--- src/source/sv32_pkg.sv ---
package sv32_pkg;

    // page geometry.
    localparam int PAGE_OFFSET_BITS = 12;
    localparam int PTE_BYTES = 4;

    // flag positions inside a page-table entry.
    localparam int PTE_V = 0;
    localparam int PTE_R = 1;
    localparam int PTE_W = 2;
    localparam int PTE_X = 3;

    // the ppn field starts right above the flags and the two rsw bits.
    localparam int PTE_PPN_LSB = 10;

    // virtual page number made of two 10 bit level indices.
    typedef logic [19:0] vpn_t;
    typedef logic [9:0]  vpn_part_t;

    // physical side.
    typedef logic [21:0] ppn_t;
    typedef logic [33:0] paddr_t;

    // raw entry as read from memory.
    typedef logic [31:0] pte_t;

    // V R W X U G A D with bit 0 first.
    typedef logic [7:0]  pte_flags_t;

endpackage

--- src/source/tlb_pkg.sv ---
package tlb_pkg;

    import sv32_pkg::*;

    // ~~~~~~~~~~~~~~~~~~~~~~~~~~~~~~~~~~~~~~~~~~~~~~~~~~~~~~~~~~~~~~~~~~~~~~
    // sizes.
    // ~~~~~~~~~~~~~~~~~~~~~~~~~~~~~~~~~~~~~~~~~~~~~~~~~~~~~~~~~~~~~~~~~~~~~~

    localparam int TLB_ENTRIES = 8;
    localparam int TLB_IDX_BITS = $clog2(TLB_ENTRIES);

    // requester id that is echoed back with the response.
    typedef logic [2:0] tag_t;

    // origin port of a request.
    typedef logic src_t;
    localparam src_t SRC_ITLB = 1'b0;
    localparam src_t SRC_DTLB = 1'b1;

    // ~~~~~~~~~~~~~~~~~~~~~~~~~~~~~~~~~~~~~~~~~~~~~~~~~~~~~~~~~~~~~~~~~~~~~~
    // transactions.
    // ~~~~~~~~~~~~~~~~~~~~~~~~~~~~~~~~~~~~~~~~~~~~~~~~~~~~~~~~~~~~~~~~~~~~~~

    // request from one L1 port.
    typedef struct packed {
        vpn_t vpn;
        tag_t tag;
    } tlb_req_t;

    // request after arbitration tagged with its port.
    typedef struct packed {
        vpn_t vpn;
        tag_t tag;
        src_t src;
    } tlb_lookup_t;

    // translation result; ppn already holds the vpn low bits for superpages.
    typedef struct packed {
        vpn_t       vpn;
        ppn_t       ppn;
        pte_flags_t flags;
        logic       superpage;
        logic       fault;
        tag_t       tag;
        src_t       src;
    } tlb_resp_t;

endpackage
--- src/source/l1_req_arbiter.sv ---
`timescale 1ns/10ps

module l1_req_arbiter import tlb_pkg::*; (
    input  logic        clk,
    input  logic        rst_i,
    input  logic        itlb_valid_i,
    input  tlb_req_t    itlb_req_i,
    input  logic        dtlb_valid_i,
    input  tlb_req_t    dtlb_req_i,
    input  logic        lookup_ready_i,
    input  logic        refill_valid_i,
    input  logic        flush_i,
    input  logic        flush_done_i,
    output logic        itlb_ready_o,
    output logic        dtlb_ready_o,
    output logic        lookup_valid_o,
    output tlb_lookup_t lookup_o
);

    logic rr_dtlb_q;
    logic fence_q;
    logic pick_itlb;
    logic pick_dtlb;
    logic blocked;

    // rr_dtlb_q set means dtlb wins a tie.
    assign pick_dtlb = dtlb_valid_i & (~itlb_valid_i | rr_dtlb_q);
    assign pick_itlb = itlb_valid_i & (~dtlb_valid_i | ~rr_dtlb_q);

    // no new lookups during a fence or while the walker writes back.
    assign blocked = fence_q | refill_valid_i;

    assign itlb_ready_o = lookup_ready_i & ~blocked & ~pick_dtlb;
    assign dtlb_ready_o = lookup_ready_i & ~blocked & ~pick_itlb;

    assign lookup_valid_o = (itlb_valid_i | dtlb_valid_i) & ~blocked;

    always_comb begin
        if (pick_dtlb) begin
            lookup_o.vpn = dtlb_req_i.vpn;
            lookup_o.tag = dtlb_req_i.tag;
            lookup_o.src = SRC_DTLB;
        end else begin
            lookup_o.vpn = itlb_req_i.vpn;
            lookup_o.tag = itlb_req_i.tag;
            lookup_o.src = SRC_ITLB;
        end
    end

    always_ff @(posedge clk) begin
        if (rst_i) begin
            rr_dtlb_q <= 1'b0;
            fence_q   <= 1'b0;
        end else begin
            // the port just served loses the next tie.
            if (lookup_valid_o && lookup_ready_i) begin
                rr_dtlb_q <= (lookup_o.src == SRC_ITLB);
            end
            if (flush_done_i) begin
                fence_q <= 1'b0;
            end
            if (flush_i) begin
                fence_q <= 1'b1;
            end
        end
    end

endmodule

--- src/source/l2tlb.sv ---
`timescale 1ns/10ps

module l2tlb import sv32_pkg::*, tlb_pkg::*; (
    input  logic      clk,
    input  logic      rst_i,
    input  logic      itlb_valid_i,
    input  tlb_req_t  itlb_req_i,
    input  logic      dtlb_valid_i,
    input  tlb_req_t  dtlb_req_i,
    input  ppn_t      satp_ppn_i,
    input  logic      flush_i,
    input  logic      mem_rvalid_i,
    input  pte_t      mem_rdata_i,
    output logic      itlb_ready_o,
    output logic      dtlb_ready_o,
    output logic      itlb_resp_valid_o,
    output tlb_resp_t itlb_resp_o,
    output logic      dtlb_resp_valid_o,
    output tlb_resp_t dtlb_resp_o,
    output logic      flush_done_o,
    output logic      mem_req_o,
    output paddr_t    mem_addr_o
);

    logic        lookup_valid;
    logic        lookup_ready;
    tlb_lookup_t lookup;
    logic        miss_valid;
    logic        miss_ready;
    tlb_lookup_t miss;
    logic        hit_valid;
    tlb_resp_t   hit;
    logic        walk_valid;
    logic        walk_ready;
    tlb_resp_t   walk;
    logic        refill_valid;

    // an accepted walker result doubles as the cache refill.
    assign refill_valid = walk_valid & walk_ready;

    l1_req_arbiter u_arbiter (
        .clk            (clk),
        .rst_i          (rst_i),
        .itlb_valid_i   (itlb_valid_i),
        .itlb_req_i     (itlb_req_i),
        .dtlb_valid_i   (dtlb_valid_i),
        .dtlb_req_i     (dtlb_req_i),
        .lookup_ready_i (lookup_ready),
        .refill_valid_i (refill_valid),
        .flush_i        (flush_i),
        .flush_done_i   (flush_done_o),
        .itlb_ready_o   (itlb_ready_o),
        .dtlb_ready_o   (dtlb_ready_o),
        .lookup_valid_o (lookup_valid),
        .lookup_o       (lookup)
    );

    tlb_cache u_cache (
        .clk            (clk),
        .rst_i          (rst_i),
        .lookup_valid_i (lookup_valid),
        .lookup_i       (lookup),
        .miss_ready_i   (miss_ready),
        .refill_valid_i (refill_valid),
        .refill_i       (walk),
        .flush_i        (flush_i),
        .lookup_ready_o (lookup_ready),
        .hit_valid_o    (hit_valid),
        .hit_o          (hit),
        .miss_valid_o   (miss_valid),
        .miss_o         (miss)
    );

    page_walker u_walker (
        .clk          (clk),
        .rst_i        (rst_i),
        .satp_ppn_i   (satp_ppn_i),
        .miss_valid_i (miss_valid),
        .miss_i       (miss),
        .walk_ready_i (walk_ready),
        .flush_i      (flush_i),
        .mem_rvalid_i (mem_rvalid_i),
        .mem_rdata_i  (mem_rdata_i),
        .miss_ready_o (miss_ready),
        .walk_valid_o (walk_valid),
        .walk_o       (walk),
        .flush_done_o (flush_done_o),
        .mem_req_o    (mem_req_o),
        .mem_addr_o   (mem_addr_o)
    );

    resp_router u_router (
        .hit_valid_i  (hit_valid),
        .hit_i        (hit),
        .walk_valid_i (walk_valid),
        .walk_i       (walk),
        .walk_ready_o (walk_ready),
        .itlb_valid_o (itlb_resp_valid_o),
        .itlb_resp_o  (itlb_resp_o),
        .dtlb_valid_o (dtlb_resp_valid_o),
        .dtlb_resp_o  (dtlb_resp_o)
    );

endmodule

--- src/source/page_walker.sv ---
`timescale 1ns/10ps

module page_walker import sv32_pkg::*, tlb_pkg::*; (
    input  logic        clk,
    input  logic        rst_i,
    input  ppn_t        satp_ppn_i,
    input  logic        miss_valid_i,
    input  tlb_lookup_t miss_i,
    input  logic        walk_ready_i,
    input  logic        flush_i,
    input  logic        mem_rvalid_i,
    input  pte_t        mem_rdata_i,
    output logic        miss_ready_o,
    output logic        walk_valid_o,
    output tlb_resp_t   walk_o,
    output logic        flush_done_o,
    output logic        mem_req_o,
    output paddr_t      mem_addr_o
);

    typedef enum logic [2:0] {
        IDLE,
        L1_READ,
        L0_READ,
        RESULT,
        DRAIN,
        FLUSH_DONE
    } state_e;

    state_e      state_q;
    tlb_lookup_t req_q;
    tlb_resp_t   resp_q;
    paddr_t      addr_q;

    ppn_t       pte_ppn;
    pte_flags_t pte_flags;
    logic       pte_valid;
    logic       pte_leaf;
    logic       level1;
    logic       reading;
    logic       descend;
    vpn_part_t  vpn_lo;
    tlb_resp_t  leaf_resp;

    // entry address of a level is the table page plus index times entry size.
    function automatic paddr_t pte_addr(ppn_t base, vpn_part_t idx);
        return (paddr_t'(base) << PAGE_OFFSET_BITS) + paddr_t'(idx) * paddr_t'(PTE_BYTES);
    endfunction

    assign pte_ppn   = mem_rdata_i[PTE_PPN_LSB +: $bits(ppn_t)];
    assign pte_flags = mem_rdata_i[$bits(pte_flags_t)-1:0];
    assign pte_valid = pte_flags[PTE_V];
    assign pte_leaf  = pte_flags[PTE_R] | pte_flags[PTE_X];
    assign vpn_lo    = req_q.vpn[9:0];

    assign level1  = (state_q == L1_READ);
    assign reading = (state_q == L1_READ) | (state_q == L0_READ);
    // a valid pointer at level 1 leads on to level 0.
    assign descend = level1 & pte_valid & ~pte_leaf;

    always_comb begin
        leaf_resp     = '0;
        leaf_resp.vpn = req_q.vpn;
        leaf_resp.tag = req_q.tag;
        leaf_resp.src = req_q.src;
        if (!pte_valid || (!pte_leaf && !level1)
                || (pte_leaf && level1 && pte_ppn[9:0] != '0)) begin
            leaf_resp.fault = 1'b1;
        end else begin
            leaf_resp.flags     = pte_flags;
            leaf_resp.superpage = level1;
            leaf_resp.ppn       = level1 ? {pte_ppn[21:10], vpn_lo} : pte_ppn;
        end
    end

    // a flush in the accept cycle takes priority over the miss.
    assign miss_ready_o = (state_q == IDLE) & ~flush_i;
    assign walk_valid_o = (state_q == RESULT);
    assign walk_o       = resp_q;
    assign flush_done_o = (state_q == FLUSH_DONE);
    assign mem_req_o    = reading | (state_q == DRAIN);
    assign mem_addr_o   = addr_q;

    always_ff @(posedge clk) begin
        if (rst_i) begin
            state_q <= IDLE;
        end else begin
            case (state_q)
                IDLE: begin
                    if (flush_i) begin
                        state_q <= FLUSH_DONE;
                    end else if (miss_valid_i) begin
                        state_q <= L1_READ;
                    end
                end
                L1_READ, L0_READ: begin
                    if (flush_i) begin
                        state_q <= mem_rvalid_i ? FLUSH_DONE : DRAIN;
                    end else if (mem_rvalid_i) begin
                        state_q <= descend ? L0_READ : RESULT;
                    end
                end
                RESULT: begin
                    if (flush_i) begin
                        state_q <= FLUSH_DONE;
                    end else if (walk_ready_i) begin
                        state_q <= IDLE;
                    end
                end
                // wait out the read already on the bus.
                DRAIN: begin
                    if (mem_rvalid_i) begin
                        state_q <= FLUSH_DONE;
                    end
                end
                FLUSH_DONE: begin
                    if (!flush_i) begin
                        state_q <= IDLE;
                    end
                end
                default: begin
                    state_q <= IDLE;
                end
            endcase
        end
    end

    always_ff @(posedge clk) begin
        if (miss_valid_i && miss_ready_o) begin
            req_q  <= miss_i;
            addr_q <= pte_addr(satp_ppn_i, miss_i.vpn[19:10]);
        end
        if (reading && mem_rvalid_i) begin
            if (descend) begin
                addr_q <= pte_addr(pte_ppn, vpn_lo);
            end else begin
                resp_q <= leaf_resp;
            end
        end
    end

endmodule

--- src/source/resp_router.sv ---
`timescale 1ns/10ps

module resp_router import tlb_pkg::*; (
    input  logic      hit_valid_i,
    input  tlb_resp_t hit_i,
    input  logic      walk_valid_i,
    input  tlb_resp_t walk_i,
    output logic      walk_ready_o,
    output logic      itlb_valid_o,
    output tlb_resp_t itlb_resp_o,
    output logic      dtlb_valid_o,
    output tlb_resp_t dtlb_resp_o
);

    tlb_resp_t sel_resp;
    logic      sel_valid;

    // a cache hit cannot stall, so the walker waits a cycle.
    assign walk_ready_o = ~hit_valid_i;

    always_comb begin
        if (hit_valid_i) begin
            sel_resp  = hit_i;
            sel_valid = 1'b1;
        end else begin
            sel_resp  = walk_i;
            sel_valid = walk_valid_i;
        end
    end

    // steer by the port the request came from.
    assign itlb_valid_o = sel_valid & (sel_resp.src == SRC_ITLB);
    assign dtlb_valid_o = sel_valid & (sel_resp.src == SRC_DTLB);
    assign itlb_resp_o  = sel_resp;
    assign dtlb_resp_o  = sel_resp;

endmodule

--- src/source/tlb_cache.sv ---
`timescale 1ns/10ps

module tlb_cache import sv32_pkg::*, tlb_pkg::*; (
    input  logic        clk,
    input  logic        rst_i,
    input  logic        lookup_valid_i,
    input  tlb_lookup_t lookup_i,
    input  logic        miss_ready_i,
    input  logic        refill_valid_i,
    input  tlb_resp_t   refill_i,
    input  logic        flush_i,
    output logic        lookup_ready_o,
    output logic        hit_valid_o,
    output tlb_resp_t   hit_o,
    output logic        miss_valid_o,
    output tlb_lookup_t miss_o
);

    // ~~~~~~~~~~~~~~~~~~~~~~~~~~~~~~~~~~~~~~~~~~~~~~~~~~~~~~~~~~~~~~~~~~~~~~
    // entry storage.
    // ~~~~~~~~~~~~~~~~~~~~~~~~~~~~~~~~~~~~~~~~~~~~~~~~~~~~~~~~~~~~~~~~~~~~~~

    logic [TLB_ENTRIES-1:0] ent_valid_q;
    logic [TLB_ENTRIES-1:0] ent_super_q;
    vpn_t                   ent_vpn_q   [TLB_ENTRIES];
    ppn_t                   ent_ppn_q   [TLB_ENTRIES];
    pte_flags_t             ent_flags_q [TLB_ENTRIES];
    logic [TLB_IDX_BITS-1:0] victim_q;

    logic        stage_valid_q;
    tlb_lookup_t stage_q;
    logic        hit_valid_q;
    tlb_resp_t   hit_q;

    logic [TLB_ENTRIES-1:0]  stage_match;
    logic [TLB_ENTRIES-1:0]  refill_match;
    logic                    stage_hit;
    logic [TLB_IDX_BITS-1:0] hit_idx;
    logic                    refill_hit;
    logic [TLB_IDX_BITS-1:0] refill_idx;
    logic                    refill_we;
    logic                    stage_done;
    tlb_resp_t               hit_resp;

    // a superpage entry covers all 1024 pages under its upper index.
    function automatic logic entry_match(vpn_t ent_vpn, logic is_super, vpn_t vpn);
        return is_super ? (ent_vpn[19:10] == vpn[19:10]) : (ent_vpn == vpn);
    endfunction

    always_comb begin
        stage_hit  = 1'b0;
        hit_idx    = '0;
        refill_hit = 1'b0;
        refill_idx = victim_q;
        for (int i = 0; i < TLB_ENTRIES; i++) begin
            stage_match[i] = ent_valid_q[i]
                & entry_match(ent_vpn_q[i], ent_super_q[i], stage_q.vpn);
            refill_match[i] = ent_valid_q[i]
                & entry_match(ent_vpn_q[i], ent_super_q[i], refill_i.vpn);
            if (stage_match[i]) begin
                stage_hit = 1'b1;
                hit_idx   = TLB_IDX_BITS'(i);
            end
            if (refill_match[i]) begin
                refill_hit = 1'b1;
                refill_idx = TLB_IDX_BITS'(i);
            end
        end
    end

    always_comb begin
        hit_resp.vpn       = stage_q.vpn;
        hit_resp.tag       = stage_q.tag;
        hit_resp.src       = stage_q.src;
        hit_resp.flags     = ent_flags_q[hit_idx];
        hit_resp.superpage = ent_super_q[hit_idx];
        hit_resp.fault     = 1'b0;
        if (ent_super_q[hit_idx]) begin
            hit_resp.ppn = {ent_ppn_q[hit_idx][21:10], stage_q.vpn[9:0]};
        end else begin
            hit_resp.ppn = ent_ppn_q[hit_idx];
        end
    end

    // the stage frees on a hit or once the walker takes the miss.
    assign stage_done     = stage_valid_q & (stage_hit | miss_ready_i);
    assign lookup_ready_o = ~stage_valid_q | stage_done;

    assign miss_valid_o = stage_valid_q & ~stage_hit;
    assign miss_o       = stage_q;
    assign hit_valid_o  = hit_valid_q;
    assign hit_o        = hit_q;

    // faulting walks are never cached.
    assign refill_we = refill_valid_i & ~refill_i.fault;

    always_ff @(posedge clk) begin
        if (rst_i) begin
            stage_valid_q <= 1'b0;
            hit_valid_q   <= 1'b0;
            ent_valid_q   <= '0;
            victim_q      <= '0;
        end else begin
            hit_valid_q <= stage_valid_q & stage_hit;
            if (lookup_valid_i && lookup_ready_o) begin
                stage_valid_q <= 1'b1;
            end else if (stage_done) begin
                stage_valid_q <= 1'b0;
            end
            if (refill_we) begin
                ent_valid_q[refill_idx] <= 1'b1;
                if (!refill_hit) begin
                    victim_q <= victim_q + 1'b1;
                end
            end
            // flush wins over a refill in the same cycle.
            if (flush_i) begin
                ent_valid_q <= '0;
            end
        end
    end

    always_ff @(posedge clk) begin
        if (lookup_valid_i && lookup_ready_o) begin
            stage_q <= lookup_i;
        end
        hit_q <= hit_resp;
        if (refill_we) begin
            ent_vpn_q[refill_idx]   <= refill_i.vpn;
            ent_ppn_q[refill_idx]   <= refill_i.ppn;
            ent_flags_q[refill_idx] <= refill_i.flags;
            ent_super_q[refill_idx] <= refill_i.superpage;
        end
    end

endmodule

--- config.mk ---
export PLATFORM = sky130hd
export DESIGN_NAME = l2tlb
export DESIGN_NICKNAME = d
export VERILOG_FILES = /design/src/source/sv32_pkg.sv /design/src/source/tlb_pkg.sv /design/src/source/l1_req_arbiter.sv /design/src/source/l2tlb.sv /design/src/source/page_walker.sv /design/src/source/resp_router.sv /design/src/source/tlb_cache.sv
export SDC_FILE = /design/constraint.sdc
export NUM_CORES = 1
export LEC_CHECK = 0
export BUFFER_PORTS_ARGS = -buffer_cell sky130_fd_sc_hd__buf_2
export CAP_MARGIN = 30
export CORE_ASPECT_RATIO = 0.6
export CORE_MARGIN = 8
export CORE_UTILIZATION = 52
export DETAILED_ROUTE_END_ITERATION = 10
export PLACE_DENSITY = 0.71
export SLEW_MARGIN = 0
export SYNTH_ARGS = -nofsm -noshare
export SYNTH_HDL_FRONTEND = slang
export SYNTH_SLANG_ARGS = --single-unit
--- constraint.sdc ---
create_clock -name clk -period 7 [get_ports clk]
set_input_delay 0.35 -clock clk [delete_from_list [all_inputs] [get_ports clk]]
set_output_delay 0.35 -clock clk [all_outputs]
set_load 0.005 [all_outputs]
==> run summary <==
======================================================================================================
Result of the run                                                                            completed
Final hold violations                                                                                0
Number of detailed-routing iterations run before antenna repair                                      5
Synthesized area per cell                                                                    13.82 um2
Fraction of power spent switching nets                                                          23.32%
Slowest cell on the critical path                                                             edfxtp_1
Area added between synthesis and finish                                                         14.89%
Tcrit/Tclk final                                                                                75.22%
Headroom to the max-slew limit                                                                  31.55%
Series of cell instances along the critical path                                          xor2_1, nor4_1, a41oi_1, or4_1, o211a_1, o21ai_1, mux2_2, a2111oi_4, buf_8, mux2i_1
Capturing element type of the critical path                                                       flop
DRC violation count after routing                                                                    0
Sequential share of power                                                                        53.4%
Count of endpoints failing setup in the final report                                                 0
Largest voltage drop on the vdd net                                                          0.2135 mV
Die Footprint                                                                              0.05962 mm2
Static leakage                                                                                11.14 nW
Number of antenna violations at the first check in global routing                                    6
Crit start category                                                                               flop
Aggregate global routing overflow                                                                    0
Multi-input combinational cell area                                                       0.008467 mm2
Most frequent cells in the layout                                                         512 x edfxtp_1, 255 x buf_2, 222 x xnor2_1, 163 x mux2i_1, 147 x nand2_1
Top area cells in the synthesized netlist                                                 edfxtp_1 57%, dfxtp_1 7.9%, xnor2_1 7.2%, mux2i_1 6.1%, xor2_1 3.2%
Internal power                                                                                6.212 mW
Clock transition at the register clock pins on the worst setup and hold paths after CTS        0.06 ns
Syn nets                                                                                          2058
Worst Tran Pin Value                                                                          1.027 ns
Total count of max-transition violations in the final report                                         0
Global routing usage summed across all routing layers                                           23.62%
Clock power share                                                                                38.3%
Worst Clk Skew                                                                              0.01907 ns
Width of the chip                                                                             309.9 um
Input/output buffers                                                                               255
Post-layout minimum cycle time                                                                5.265 ns
Via count                                                                                        16720
I/O pin count                                                                                      258
Required @ worst endpoint                                                                      7.52 ns
Iter 0 DRT Violations                                                                             1933
Wire length of the first global-routing pass                                                 106300 um
Number of flip-flops and latches in the synthesized netlist                                        619
Async set-reset flop share out of synthesis                                                         0%
Commonest register cell after synthesis                                                       edfxtp_1
Post-cts gate resize count                                                                           0
Total length of routed wires                                                                  71850 um
Largest net degree at the start of global routing                                                   59
CTS Buffer Depth                                                                                     3
Skew-Pair Late Insertion Delay                                                                 0.61 ns
Floorplan core area                                                                        0.05109 mm2
Area of the mapped netlist                                                                 0.02695 mm2
Via count of the first global-routing pass                                                       16940
Total clock sinks                                                                                  619
Instance count of the mapped netlist                                                              1951
Antenna-violating nets left                                                                          0
Reported net switching power                                                                  1.889 mW
Clock tree from TritonCTS                                                                          yes
Signal arrival time at the worst endpoint                                                      5.79 ns
Hpwl dp                                                                                       47600 um
Routability cong.                                                                               0.9066
Clk root buf                                                                                 clkbuf_16
CP max stage delay                                                                             0.94 ns
Initial core utilization                                                                        52.76%
Count of buffering cells on the critical path with inverters included                                1
Count of synthesis-stage warnings from yosys                                                         0
Cell Pwr Density                                                                          261.6 mW/mm2
Max_cap viols                                                                                        0
Worst hold slack                                                                            0.01799 ns
Kind of critical path                                                                     flop to flop
Min-Delay Path Class                                                                      input pin to flop
Share of post-route cells with drive strength above 1                                           22.35%
Nets                                                                                              2293
Area of all sequential standard cells                                                      0.01752 mm2
Per-cell via count in the routed design                                                          5.712
Combinational group share of total power                                                          8.3%
Maximum achievable frequency                                                                 189.9 MHz
H-tree depth                                                                                         2
Maximum net fanout on the critical path                                                             23
Number of placement rows                                                                            64
Setup TNS Final                                                                                   0 ns
Number of buffers created by CTS                                                                    55
Fillers                                                                                           3893
Most common cell after layout, fill and taps aside                                            edfxtp_1
Number of flops mapped to enable cells by yosys                                                    512
Sequential cell area fraction in the yosys report                                               64.99%
Cell family with the largest share of critical-path delay                                 compound AO/OA/AOI/OAI gates
Synth top area share                                                                            57.04%
Area leader, netlist                                                                          edfxtp_1
Routed WL per cell                                                                            24.55 um
Yosys cell types                                                                                    51
Vertical die dimension                                                                        192.4 um
Setup repair after global routing missed its margin                                              false
======================================================================================================
==> power groups by stage <==
stage               clock network [mW]  registers [mW]  logic (mW)
floorplan                            0            4.32       0.401
global placement                     0            4.39       0.637
detailed placement                   0            4.40       0.654
CTS                               3.14            4.32       0.675
global route                      3.28            4.34       0.737
finish                            3.10            4.33       0.672
==> worst paths after layout <==
check | start | to | slack [ns] | depth (start not counted)
max | u_cache.miss_o[12] | u_cache.hit_o[16] | 1.73 | 10
min reg2reg | u_cache.miss_o[3] | u_cache.hit_o[3] | 0.37 | 0
max reg2reg | u_cache.miss_o[12] | u_cache.hit_o[16] | 1.73 | 10
min | dtlb_req_i[17] | u_cache.miss_o[18] | 0.02 | 3
==> timing repair <==
action | in CTS | in global routing
hold buffers | 30 | 0
buffers inserted | 0 | 0
endpoints found under the hold margin | 24 | 0
==> synth_stat cells, drive strengths merged (3+ instances only) <==
cell / number
o22ai: 11
a211oi: 4
or4: 6
mux2i: 163
edfxtp: 512
nand2: 148
inv: 39
xnor2: 222
a21boi: 5
o21ai: 70
a21oi: 32
nor2: 48
nor3: 11
nand2b: 3
nand4: 45
o41ai: 9
nor4: 38
a41oi: 10
nor2b: 4
o31a: 3
nand3: 49
buf: 93
dfxtp: 107
mux2: 76
and2: 23
clkbuf: 71
o211ai: 32
xor2: 100
==> through the flow <==
step           instance area, um2  util, %  total power [mW]  setup WS, ns  cells
4_1_cts                     30890    60.46             8.137         1.837   2923
3_5_place_dp                28730    56.23             5.055         1.909   2789
5_1_grt                     30960    60.61             8.360         1.517   2926
6_report                    30970    60.61             8.101         1.735   2927
3_3_place_gp                28660    56.09             5.027         1.670   2784
2_1_floorplan               26950        -             4.722         1.869   1951
==> cell type report <==
class / instances / area share (%)
Sequential cell: 619 / 56.58
Multi-Input combinational cell: 1129 / 27.34
Clock inverter: 20 / 0.5495
Clock buffer: 84 / 5.467
Timing Repair Buffer: 342 / 6.784
Inverter: 39 / 0.4727
Tap cell: 693 / 2.800
Antenna cell: 1 / 0.008081
==> cells by family after synthesis <==
kind of cell	Yosys count	share of synthesized area (%)
simple gates	383	6.875
mux	239	9.228
xor+xnor	322	10.46
compound gates	184	4.424
flops	619	64.99
fa+ha+maj	1	0.04641
buf+inv	203	3.978
==> per-layer routing <==
| layer | GRT usage, % | wire (um) | vias to the layer above |
|---|---|---|---|
| li1 | - | - | 7506 |
| met1 | 34.76 | 31230 | 8243 |
| met2 | 35.49 | 31600 | 875 |
| met3 | 6.059 | 7915 | 90 |
| met4 | 4.535 | 1070 | 6 |
| met5 | 0 | 41 | - |
==> sequential cells by signal, indices dropped and copies added (netlist names), 8 cells and up <==
signal               flops
u_cache.ent_vpn_q      160
u_cache.ent_super_q      8
u_walker.walk_o         56
u_walker.mem_addr_o     34
u_cache.miss_o          24
u_cache.ent_flags_q     64
u_cache.ent_ppn_q      176
u_cache.ent_valid_q      8
u_cache.hit_o           55
u_walker.leaf_resp      24
==> tightest hold or removal path, stage by stage <==
cell     delay, ns
buf_2         0.08
nand2_1       0.04
nand2_1       0.05
No activity file was read; power rests on OpenSTA's default activity.
